==> config.mk <==
export PLATFORM = sky130hd
export DESIGN_NAME = tcb_arbiter
export DESIGN_NICKNAME = d
export VERILOG_FILES = /design/src/logic/tcb_pkg.sv /design/src/logic/tcb_arbiter.sv
export SDC_FILE = /design/constraint.sdc
export NUM_CORES = 1
export LEC_CHECK = 0
export BUFFER_PORTS_ARGS = -buffer_cell sky130_fd_sc_hd__buf_4
export CAP_MARGIN = 0
export CORE_AREA = 2 2 39 41
export CTS_CLUSTER_DIAMETER = 200
export DETAILED_ROUTE_END_ITERATION = 8
export DIE_AREA = 0 0 41 43
export GPL_TIMING_DRIVEN = 1
export PLACE_DENSITY_LB_ADDON = 0.05
export RECOVER_POWER = 50
export SETUP_SLACK_MARGIN = 0.5
export SLEW_MARGIN = 5
export SYNTH_ARGS = -nofsm -noshare
export SYNTH_HDL_FRONTEND = slang
export SYNTH_SLANG_ARGS = --single-unit
export TNS_END_PERCENT = 5
==> constraint.sdc <==
create_clock -name clk -period 3.22 [get_ports clk]
set_input_delay 0.644 -clock clk [delete_from_list [all_inputs] [get_ports clk]]
set_output_delay 0.644 -clock clk [all_outputs]
set_load 0.02 [all_outputs]
==> src/logic/tcb_pkg.sv <==
////////////////////////////////////////
// tightly coupled bus subsystem package
// bus widths, manager count, memory depth
// and response timing shared by all blocks
////////////////////////////////////////

`default_nettype none

package tcb_pkg;

  ////////////////////////////////////////
  // interconnect
  ////////////////////////////////////////

  // number of manager ports
  localparam int unsigned TCB_PN = 2;
  // manager select width
  localparam int unsigned TCB_PL = $clog2(TCB_PN);

  ////////////////////////////////////////
  // bus widths
  ////////////////////////////////////////

  // byte address
  localparam int unsigned TCB_ABW = 12;
  // data bus
  localparam int unsigned TCB_DBW = 32;
  // one enable per data byte
  localparam int unsigned TCB_BEW = TCB_DBW / 8;
  // response follows transfer by this many cycles
  localparam int unsigned TCB_DLY = 1;

  ////////////////////////////////////////
  // memory
  ////////////////////////////////////////

  // depth in words, 1 KiB total
  localparam int unsigned MEM_WORDS = 256;
  // word index width
  localparam int unsigned MEM_AW = $clog2(MEM_WORDS);

endpackage : tcb_pkg

`default_nettype wire

==> src/logic/tcb_arbiter.sv <==
////////////////////////////////////////
// round-robin arbiter
// grants one manager at a time, keeps the
// grant during locked sequences and while
// a selected request waits for ready
////////////////////////////////////////

`default_nettype none

module tcb_arbiter import tcb_pkg::*; (
  input  logic              clk,
  input  logic              rst,
  // requests from managers
  input  logic [TCB_PN-1:0] vld,
  // lock bit of the granted request
  input  logic              lck,
  // granted request accepted
  input  logic              trn,
  output logic [TCB_PL-1:0] sel
);

  // last manager served
  logic [TCB_PL-1:0] lst;
  // lock owner active, owner is lst
  logic              own;
  // selected request still waiting
  logic              pnd;
  logic [TCB_PL-1:0] pnd_sel;
  // round-robin candidate
  logic [TCB_PL-1:0] rr_sel;

  ////////////////////////////////////////
  // selection
  ////////////////////////////////////////

  // scan from farthest to nearest after lst,
  // nearest requester wins, lst itself last
  always_comb begin
    rr_sel = lst;
    for (int i = TCB_PN; i >= 1; i--) begin
      if (vld[(int'(lst) + i) % TCB_PN]) begin
        rr_sel = TCB_PL'((int'(lst) + i) % TCB_PN);
      end
    end
  end

  // lock first, then a waiting request
  always_comb begin
    if (own) begin
      sel = lst;
    end else if (pnd) begin
      sel = pnd_sel;
    end else begin
      sel = rr_sel;
    end
  end

  ////////////////////////////////////////
  // state
  ////////////////////////////////////////

  // priority starts at manager 0
  always_ff @(posedge clk) begin
    if (rst) begin
      lst <= TCB_PL'(TCB_PN - 1);
      own <= 1'b0;
      pnd <= 1'b0;
    end else if (trn) begin
      lst <= sel;
      own <= lck;
      pnd <= 1'b0;
    end else begin
      // hold grant on a back-pressured request
      pnd <= vld[sel];
    end
  end

  always_ff @(posedge clk) begin
    pnd_sel <= sel;
  end

endmodule : tcb_arbiter

`default_nettype wire

==> flow_summary.ini <==
[yosys]
syn_nets = 25
synth_cells = 19
syn_area_per_cell_sq_um = 9.75
synth_mux_area_share_pct = 10.8
synth_seq_cells = 4
synth_compound_area_share_pct = 25.0
syn-cell-area_sq_um = 185
ys_warn_count = 0
yosys.area_share.simple_pct = 18.9
ys_types = 13
synth_top_family_by_area = compound AO/OA/AOI/OAI gates
synth_fa_ha_area_share_pct = 0
yosysSeqAreaShare_pct = 43.2
synthXorXnorAreaFrac_pct = 0

[worst_setup_path]
crit_slowest_cell = a211o_1
cp_slowest_stage_delay_ns = 0.27
worst-path-max-fanout = 3
cp-start-kind = input pin
end_kind = primary output
cpLargestDelayFamily = buffers and inverters
cp.required_ns = 2.58
crit_path_cell_trace = buf_4 -> nor4b_1 -> a211o_1 -> buf_4
critPathMostFrequentCell = buf_4
arrival_ns = 1.33
path_buf_inv = 2
setup.worst_path.class = in -> out

[pwr]
power.leakage_uw = 0.000118
p_per_area_nw_per_um2 = 531
peakVddDrop_mv = 0.203

[floorplan]
start_util_pct = 13.4
rows = 14
core_region_area_sq_um = 1380
io_pins = 7
fp.dieW_um = 41
dieArea_sq_um = 1760
die_h_um = 43

[cts]
cts_tree = yes
postCtsSetupRepairBufs = 0
cts.sinks = 4
worstSkewPairLatency_ns = 0.23
root_buffer = clkbuf_4
cts_resized = 0
cts_htree_levels = 1
clockBufferDepth = 2
numCtsBuffers = 3
cts-hold-fix-buffers = 0
path_clk_slew_ns = 0.03

[timing]
finalCritPeriodShare_pct = 61.3
slew_viol_final = 0
period_needed_ns = 1.97
hold_viol_final = 0
setup-tns-final_ns = 0
rsz0062_at_grt = false
setup_viol = 0
worst_slack_ns = 1.25
max_slew_margin_pct = 84.1
worst_slew_pin_slew_ns = 0.235
fin_worst_skew_ns = 0.00155
fmax_ghz = 0.507

[status]
status = completed

[route]
wl_per_cell_um = 9.43
drt_pass1_iterations = 4
num_vias = 178
drt_wl_total_um = 415
drtIter0Drc = 2
antenna_left = 0
drc = 0
vias_per_cell = 4.05

[job]
drv_cap = 0

[grt]
grt_overflow = 0
grt.total_usage_pct = 5.81
grt_pass1_wl_um = 634
grt_max_degree = 7
antenna_found_initial = 0
grt_pass1_vias = 173

[place]
io_buffers = 6
gp_congestion = 0.562
pre_cts_ws_ns = 1.25
post-dp-hpwl_um = 328

[finish]
syn_to_final_growth_pct = 45.3
layout-drive-gt1-share_pct = 28.6
num_antenna_cells = 0
final_nets = 36

[hold_path]
hp-class = reg -> reg
[metal layers]
layer	track usage, %	up-vias	share of wire, %
met5	0	-	0
met4	8.00	0	0
met3	2.09	0	8.7
met2	6.56	6	46
met1	6.71	81	46
li1	-	91	-
[state kept, by name (all words and copies together), names as in the netlist]
signal	cells
lst	1
own	1
pnd	1
pnd_sel	1
[Yosys cell counts, drive strengths merged]
cell type  count  area (sq um)
a21oi          1          5.00
a211o          2          17.5
o31ai          1          7.51
nand2          1          3.75
dfxtp          4          80.1
nor2b          1          6.26
nor4b          1          8.76
a311oi         1          8.76
inv            1          3.75
mux2i          2          20.0
nor2           2          7.51
o21bai         1          7.51
and3b          1          8.76
[power by group]
| group | internal [uW] | total (uW) | switching, uW |
|---|---|---|---|
| Combinational | 13.0 | 23.5 | 10.5 |
| Clock | 41.6 | 60.3 | 18.7 |
| Sequential | 54.6 | 59.0 | 4.46 |
[cells in the final DEF, fill, tap and decap left out]
master / n
a211o_1: 2
a21oi_1: 1
a311oi_1: 1
and3b_1: 1
buf_4: 5
clkbuf_1: 1
clkbuf_4: 3
dfxtp_1: 4
inv_1: 1
mux2i_1: 2
nand2_1: 1
nor2_1: 2
nor2b_1: 1
nor4b_1: 1
o21bai_1: 1
o31ai_1: 1
[final timing paths]
kind	from	end	slack, ns	cells past startpoint
max	vld[1]	sel	1.25	4
max reg2reg	own	lst	1.91	3
min	pnd	pnd	0.51	1
min reg2reg	pnd	pnd	0.51	1
[cells by family after synthesis]
| kind of cell | after synthesis |
|---|---|
| simple gates | 6 |
| compound gates | 6 |
| mux | 2 |
| flops | 4 |
| buf+inv | 1 |
[area by class of cell]
cell class	count	area (sq um)
sequential	4	80.1
multi-input combinational	14	101
inverter	1	3.75
timing repair buffer	6	41.3
tap	16	20.0
clock buffer	3	22.5
fill	170	1110
[stage by stage]
| stage | hold slack [ns] | instances | util, % | area, sq um | power (uW) |
|---|---|---|---|---|---|
| 2_1_floorplan | 0.466 | 19 | - | 185 | 72.0 |
| 3_3_place_gp | 0.514 | 41 | 18.1 | 250 | 84.1 |
| 3_5_place_dp | 0.518 | 41 | 18.1 | 250 | 84.0 |
| 4_1_cts | 0.520 | 44 | 19.7 | 273 | 148 |
| 5_1_grt | 0.545 | 44 | 19.4 | 269 | 152 |
| 6_report | 0.510 | 44 | 19.4 | 269 | 143 |
No activity file was read; power rests on OpenSTA's default activity.
