<file path="src/logic/tcb_pkg.sv">
////////////////////////////////////////
// tightly coupled bus subsystem package
// bus widths, manager count, memory depth
// and response timing shared by all blocks
////////////////////////////////////////

`default_nettype none

package tcb_pkg;

  ////////////////////////////////////////
  // interconnect
  ////////////////////////////////////////

  // number of manager ports
  localparam int unsigned TCB_PN = 2;
  // manager select width
  localparam int unsigned TCB_PL = $clog2(TCB_PN);

  ////////////////////////////////////////
  // bus widths
  ////////////////////////////////////////

  // byte address
  localparam int unsigned TCB_ABW = 12;
  // data bus
  localparam int unsigned TCB_DBW = 32;
  // one enable per data byte
  localparam int unsigned TCB_BEW = TCB_DBW / 8;
  // response follows transfer by this many cycles
  localparam int unsigned TCB_DLY = 1;

  ////////////////////////////////////////
  // memory
  ////////////////////////////////////////

  // depth in words, 1 KiB total
  localparam int unsigned MEM_WORDS = 256;
  // word index width
  localparam int unsigned MEM_AW = $clog2(MEM_WORDS);

endpackage : tcb_pkg

`default_nettype wire

</file>
<file path="src/logic/tcb_multiplexer.sv">
////////////////////////////////////////
// bus multiplexer
// forwards the granted manager request to
// the subordinate and routes the response
// back to the manager that was accepted
////////////////////////////////////////

`default_nettype none

module tcb_multiplexer import tcb_pkg::*; (
  input  logic               clk,
  input  logic               rst,
  // grant from arbiter
  input  logic [TCB_PL-1:0]  sel,
  // manager side requests
  input  logic [TCB_PN-1:0]  sub_vld,
  input  logic [TCB_PN-1:0]  sub_wen,
  input  logic [TCB_PN-1:0]  sub_lck,
  input  logic [TCB_ABW-1:0] sub_adr [TCB_PN-1:0],
  input  logic [TCB_BEW-1:0] sub_ben [TCB_PN-1:0],
  input  logic [TCB_DBW-1:0] sub_wdt [TCB_PN-1:0],
  // manager side responses
  output logic [TCB_PN-1:0]  sub_rdy,
  output logic [TCB_DBW-1:0] sub_rdt [TCB_PN-1:0],
  output logic [TCB_PN-1:0]  sub_err,
  // subordinate side request
  output logic               man_vld,
  output logic               man_wen,
  output logic               man_lck,
  output logic [TCB_ABW-1:0] man_adr,
  output logic [TCB_BEW-1:0] man_ben,
  output logic [TCB_DBW-1:0] man_wdt,
  // subordinate side response
  input  logic               man_rdy,
  input  logic [TCB_DBW-1:0] man_rdt,
  input  logic               man_err,
  // transfer and lock to arbiter
  output logic               trn,
  output logic               lck_sel
);

  // manager owning the response cycle
  logic [TCB_PL-1:0] rsp_sel;
  // response cycle active
  logic              rsp_vld;

  ////////////////////////////////////////
  // request path
  ////////////////////////////////////////

  // combinational, selected manager only
  assign man_vld = sub_vld[sel];
  assign man_wen = sub_wen[sel];
  assign man_lck = sub_lck[sel];
  assign man_adr = sub_adr[sel];
  assign man_ben = sub_ben[sel];
  assign man_wdt = sub_wdt[sel];

  assign lck_sel = sub_lck[sel];

  // handshake on the selected request
  assign trn = man_vld & man_rdy;

  ////////////////////////////////////////
  // response select
  ////////////////////////////////////////

  always_ff @(posedge clk) begin
    if (rst) begin
      rsp_sel <= '0;
      rsp_vld <= 1'b0;
    end else begin
      rsp_vld <= trn;
      if (trn) begin
        rsp_sel <= sel;
      end
    end
  end

  ////////////////////////////////////////
  // response path
  ////////////////////////////////////////

  for (genvar i = 0; i < TCB_PN; i++) begin : gen_rsp
    // ready only to the granted manager
    assign sub_rdy[i] = (sel == TCB_PL'(i)) & man_rdy;
    // data and error only on own response cycle
    assign sub_rdt[i] = (rsp_vld && rsp_sel == TCB_PL'(i)) ? man_rdt : '0;
    assign sub_err[i] = rsp_vld && (rsp_sel == TCB_PL'(i)) && man_err;
  end : gen_rsp

endmodule : tcb_multiplexer

`default_nettype wire

</file>
<file path="config.mk">
export PLATFORM = sky130hd
export DESIGN_NAME = tcb_multiplexer
export DESIGN_NICKNAME = d
export VERILOG_FILES = /design/src/logic/tcb_pkg.sv /design/src/logic/tcb_multiplexer.sv
export SDC_FILE = /design/constraint.sdc
export NUM_CORES = 1
export LEC_CHECK = 0
export ABC_AREA = 1
export BUFFER_PORTS_ARGS = -buffer_cell sky130_fd_sc_hd__buf_2
export CORE_AREA = 2 2 101 103
export CTS_CLUSTER_DIAMETER = 80
export DETAILED_ROUTE_END_ITERATION = 8
export DIE_AREA = 0 0 103 105
export GPL_ROUTABILITY_DRIVEN = 0
export HOLD_SLACK_MARGIN = 0.08
export PLACE_DENSITY = 0.6
export SETUP_SLACK_MARGIN = 0.02
export SLEW_MARGIN = 20
export SYNTH_ARGS = -nofsm -noshare
export SYNTH_HDL_FRONTEND = slang
export SYNTH_SLANG_ARGS = --single-unit
</file>
<file path="constraint.sdc">
create_clock -name clk -period 0.84 [get_ports clk]
set_clock_uncertainty 0.05 [all_clocks]
set_input_delay 0.084 -clock clk [delete_from_list [all_inputs] [get_ports clk]]
set_output_delay 0.084 -clock clk [all_outputs]
set_load 0.03 [all_outputs]
</file>
==> flow_summary.json <==
{
  "clockRootBuffer": "clkbuf_8",
  "max_stage_delay_ps": 360,
  "htreeDepth": 1,
  "switchingPower_mw": 1.67,
  "critical_path_class": "register to primary output",
  "design.core.area_um2": 9640,
  "synth_warnings": 0,
  "outcome": "finished, violations left",
  "drtAntennaViolNets": 0,
  "diodes": 0,
  "setup_viol": 112,
  "synth_top_area_share_pct": 48.4,
  "fill_cells": 827,
  "seq_power_share_pct": 3.1,
  "synthTopCellsByArea": "nand2_1, nor2_1, inv_1, buf_4, buf_2",
  "ios": 260,
  "end_kind": "primary output",
  "wirelength_um": 10100,
  "switching_share_pct": 50.0,
  "clkPwrFrac_pct": 11.2,
  "cts_tree": "yes",
  "layout_setup_ws_ps": -412,
  "die_x_um": 103,
  "drive_gt1_share_pct": 88.7,
  "critPathBufInv": 2,
  "vias_per_cell": 4.12,
  "post_dp_cell_area_um2": 3250,
  "cts_made_buffers": 3,
  "clk_latency_ps": 210,
  "seq_area_frac_synth_pct": 3.35,
  "syn_inst": 289,
  "design_area_um2": 5160,
  "power_density_nw_per_um2": 646,
  "grt_max_degree": 18,
  "grt_pass1_wl_um": 14600,
  "yosys_register_bits": 2,
  "instances_no_fill": 699,
  "rsz0062_at_grt": "yes",
  "start_kind": "register",
  "grt.overflow.total": 0,
  "vias": 2879,
  "die_h_um": 105,
  "fin_crit_ps": 1250,
  "dp_hpwl_um": 6250,
  "dr.pass1.iters": 4,
  "regToRegStartpoint": "rsp_sel",
  "cpLargestDelayFamily": "flip-flops",
  "fin_crit_sh_pct": 149,
  "power.leakage_nw": 2.78,
  "totalPowerFinal_mw": 3.33,
  "hp-start": "sub_vld[1]",
  "slowest_stage": "dfxtp_4",
  "io_buffers": 259,
  "cap_violations": 0,
  "fin_nets": 707,
  "cts_buffer_depth": 2,
  "area_delta_synth_final_pct": 332,
  "grt_pass1_vias": 3067,
  "path_clk_slew_ps": 30,
  "die-area_um2": 10800,
  "violations": "negative setup slack",
  "initial_core_util_pct": 12.4,
  "min_path_type": "input pin to register",
  "synth_cell_types": 12,
  "pwr-share-comb_pct": 85.6,
  "critPathLaunch": "rsp_vld",
  "avgRoutedWirePerCell_um": 14.4,
  "vdd_drop_max_uv": 456,
  "post-route-util_pct": 53.6,
  "grt_usage_pct": 17.0,
  "crit_chain": "nand2_4, clkbuf_16, nor2_4, buf_6",
  "cp_data_required_time_ps": 710,
  "yosysTopAreaCell": "nand2_1",
  "cp.arrival_ps": 1120,
  "holdWs_ps": 112,
  "drt_iter0_markers": 33,
  "hold_viol": 0,
  "cts_sinks": 2,
  "synth_area_um2": 1190,
  "drc_errors": 0,
  "synth_nets": 428,
  "crit_fanout": 8,
  "intPower_mw": 1.67,
  "dp_cells": 677,
  "relSlewSlack_pct": 85.6,
  "finalMaxSlewViolations": 0,
  "antenna_found_initial": 0,
  "avgSynthCellArea_um2": 4.13,
  "worstMarginPinSlew_ps": 215,
  "rows": 36,
  "max_freq_mhz": 799
}
==> metrics by stage <==
stage                     setup TNS (ps)  setup WS [ps]
after CTS                         -28460           -424
after global placement            -19920           -217
final                             -27480           -412
after floorplan                    -7960           -134
after global routing              -31110           -455
after detailed placement          -21290           -237
==> power groups by stage <==
| stage | logic (mW) | registers (mW) | clock network, mW |
|---|---|---|---|
| 4_1_cts | 2.74 | 0.105 | 0.390 |
| 2_1_floorplan | 1.15 | 0.107 | 0 |
| 5_1_grt | 3.00 | 0.105 | 0.406 |
| 6_report | 2.85 | 0.104 | 0.375 |
| 3_5_place_dp | 1.81 | 0.109 | 0 |
| 3_3_place_gp | 1.79 | 0.109 | 0 |
==> per-layer routing <==
layer  vias up  global-route usage (%)  part of all wire, %
met3        20                    3.21                  7.9
met4         0                    5.64                  2.5
met5         -                       0                    0
li1       1377                       -                    -
met1      1314                    15.7                   31
met2       168                    35.3                   58
==> cell type report <==
cell class                      instances  area, um^2  share of cell area (%)
Sequential cell                         2        47.5                   0.921
Tap cell                              133         166                    3.22
Inverter                               41         181                    3.51
Multi-Input combinational cell        228        2050                    39.8
Timing Repair Buffer                  292        2670                    51.7
Clock buffer                            3        41.3                   0.800
==> layout by cell type (no fill, tap or decap) <==
cell type,Yosys,routed
nor2_2,0,2
dlygate4sd3_1,0,1
nand2_2,4,66
nor2_4,0,64
clkbuf_8,0,3
nand2_8,0,3
buf_8,0,3
clkinv_2,0,1
inv_1,39,36
nand2_1,154,25
buf_6,1,121
a21oi_2,1,1
nand2_4,0,64
clkbuf_16,0,2
buf_4,9,7
clkinv_16,0,1
buf_16,0,6
nor2_1,68,2
nand3_4,0,1
buf_12,0,15
dfxtp_4,0,2
buf_2,8,137
inv_2,0,3
==> registers in the layout, indices dropped and copies added, names as in the netlist <==
register / count
rsp_sel: 1
rsp_vld: 1
==> cells by family after synthesis <==
family	count (synthesis)	share of synthesized area, %
compound gates	1	0.733
buf+inv	59	23.2
flops	2	3.35
simple gates	227	72.7
==> tightest hold or removal path: stages <==
cell,delay [ps]
buf_2,110
nand2_1,90
a21oi_2,50
==> synthesized netlist by cell type (all sizes together) <==
| cell type | count |
|---|---|
| inv | 40 |
| a21oi | 1 |
| nor2 | 68 |
| nand3 | 1 |
| buf | 18 |
| clkinv | 1 |
| nand2 | 158 |
| dfxtp | 2 |
==> what timing repair did <==
item                                    in CTS  in global routing
resized for setup                          392                 89
hold buffers                                 1                  0
hold endpoints to repair                     2                  0
pin swaps                                   44                 21
endpoints found under the setup margin     121                120
setup buffers                               10                  2
cloned                                      11                  2
==> path summary, 6_finish.rpt <==
check | to | slack, ps | cells past startpoint
worst max-delay path | sub_rdt[44] | -410 | 4
worst min-delay path | rsp_sel | 110 | 3
worst max register to register | rsp_sel | 210 | 2
worst min register to register | rsp_sel | 450 | 2
Note: power is estimated with default switching activity, not from simulation.
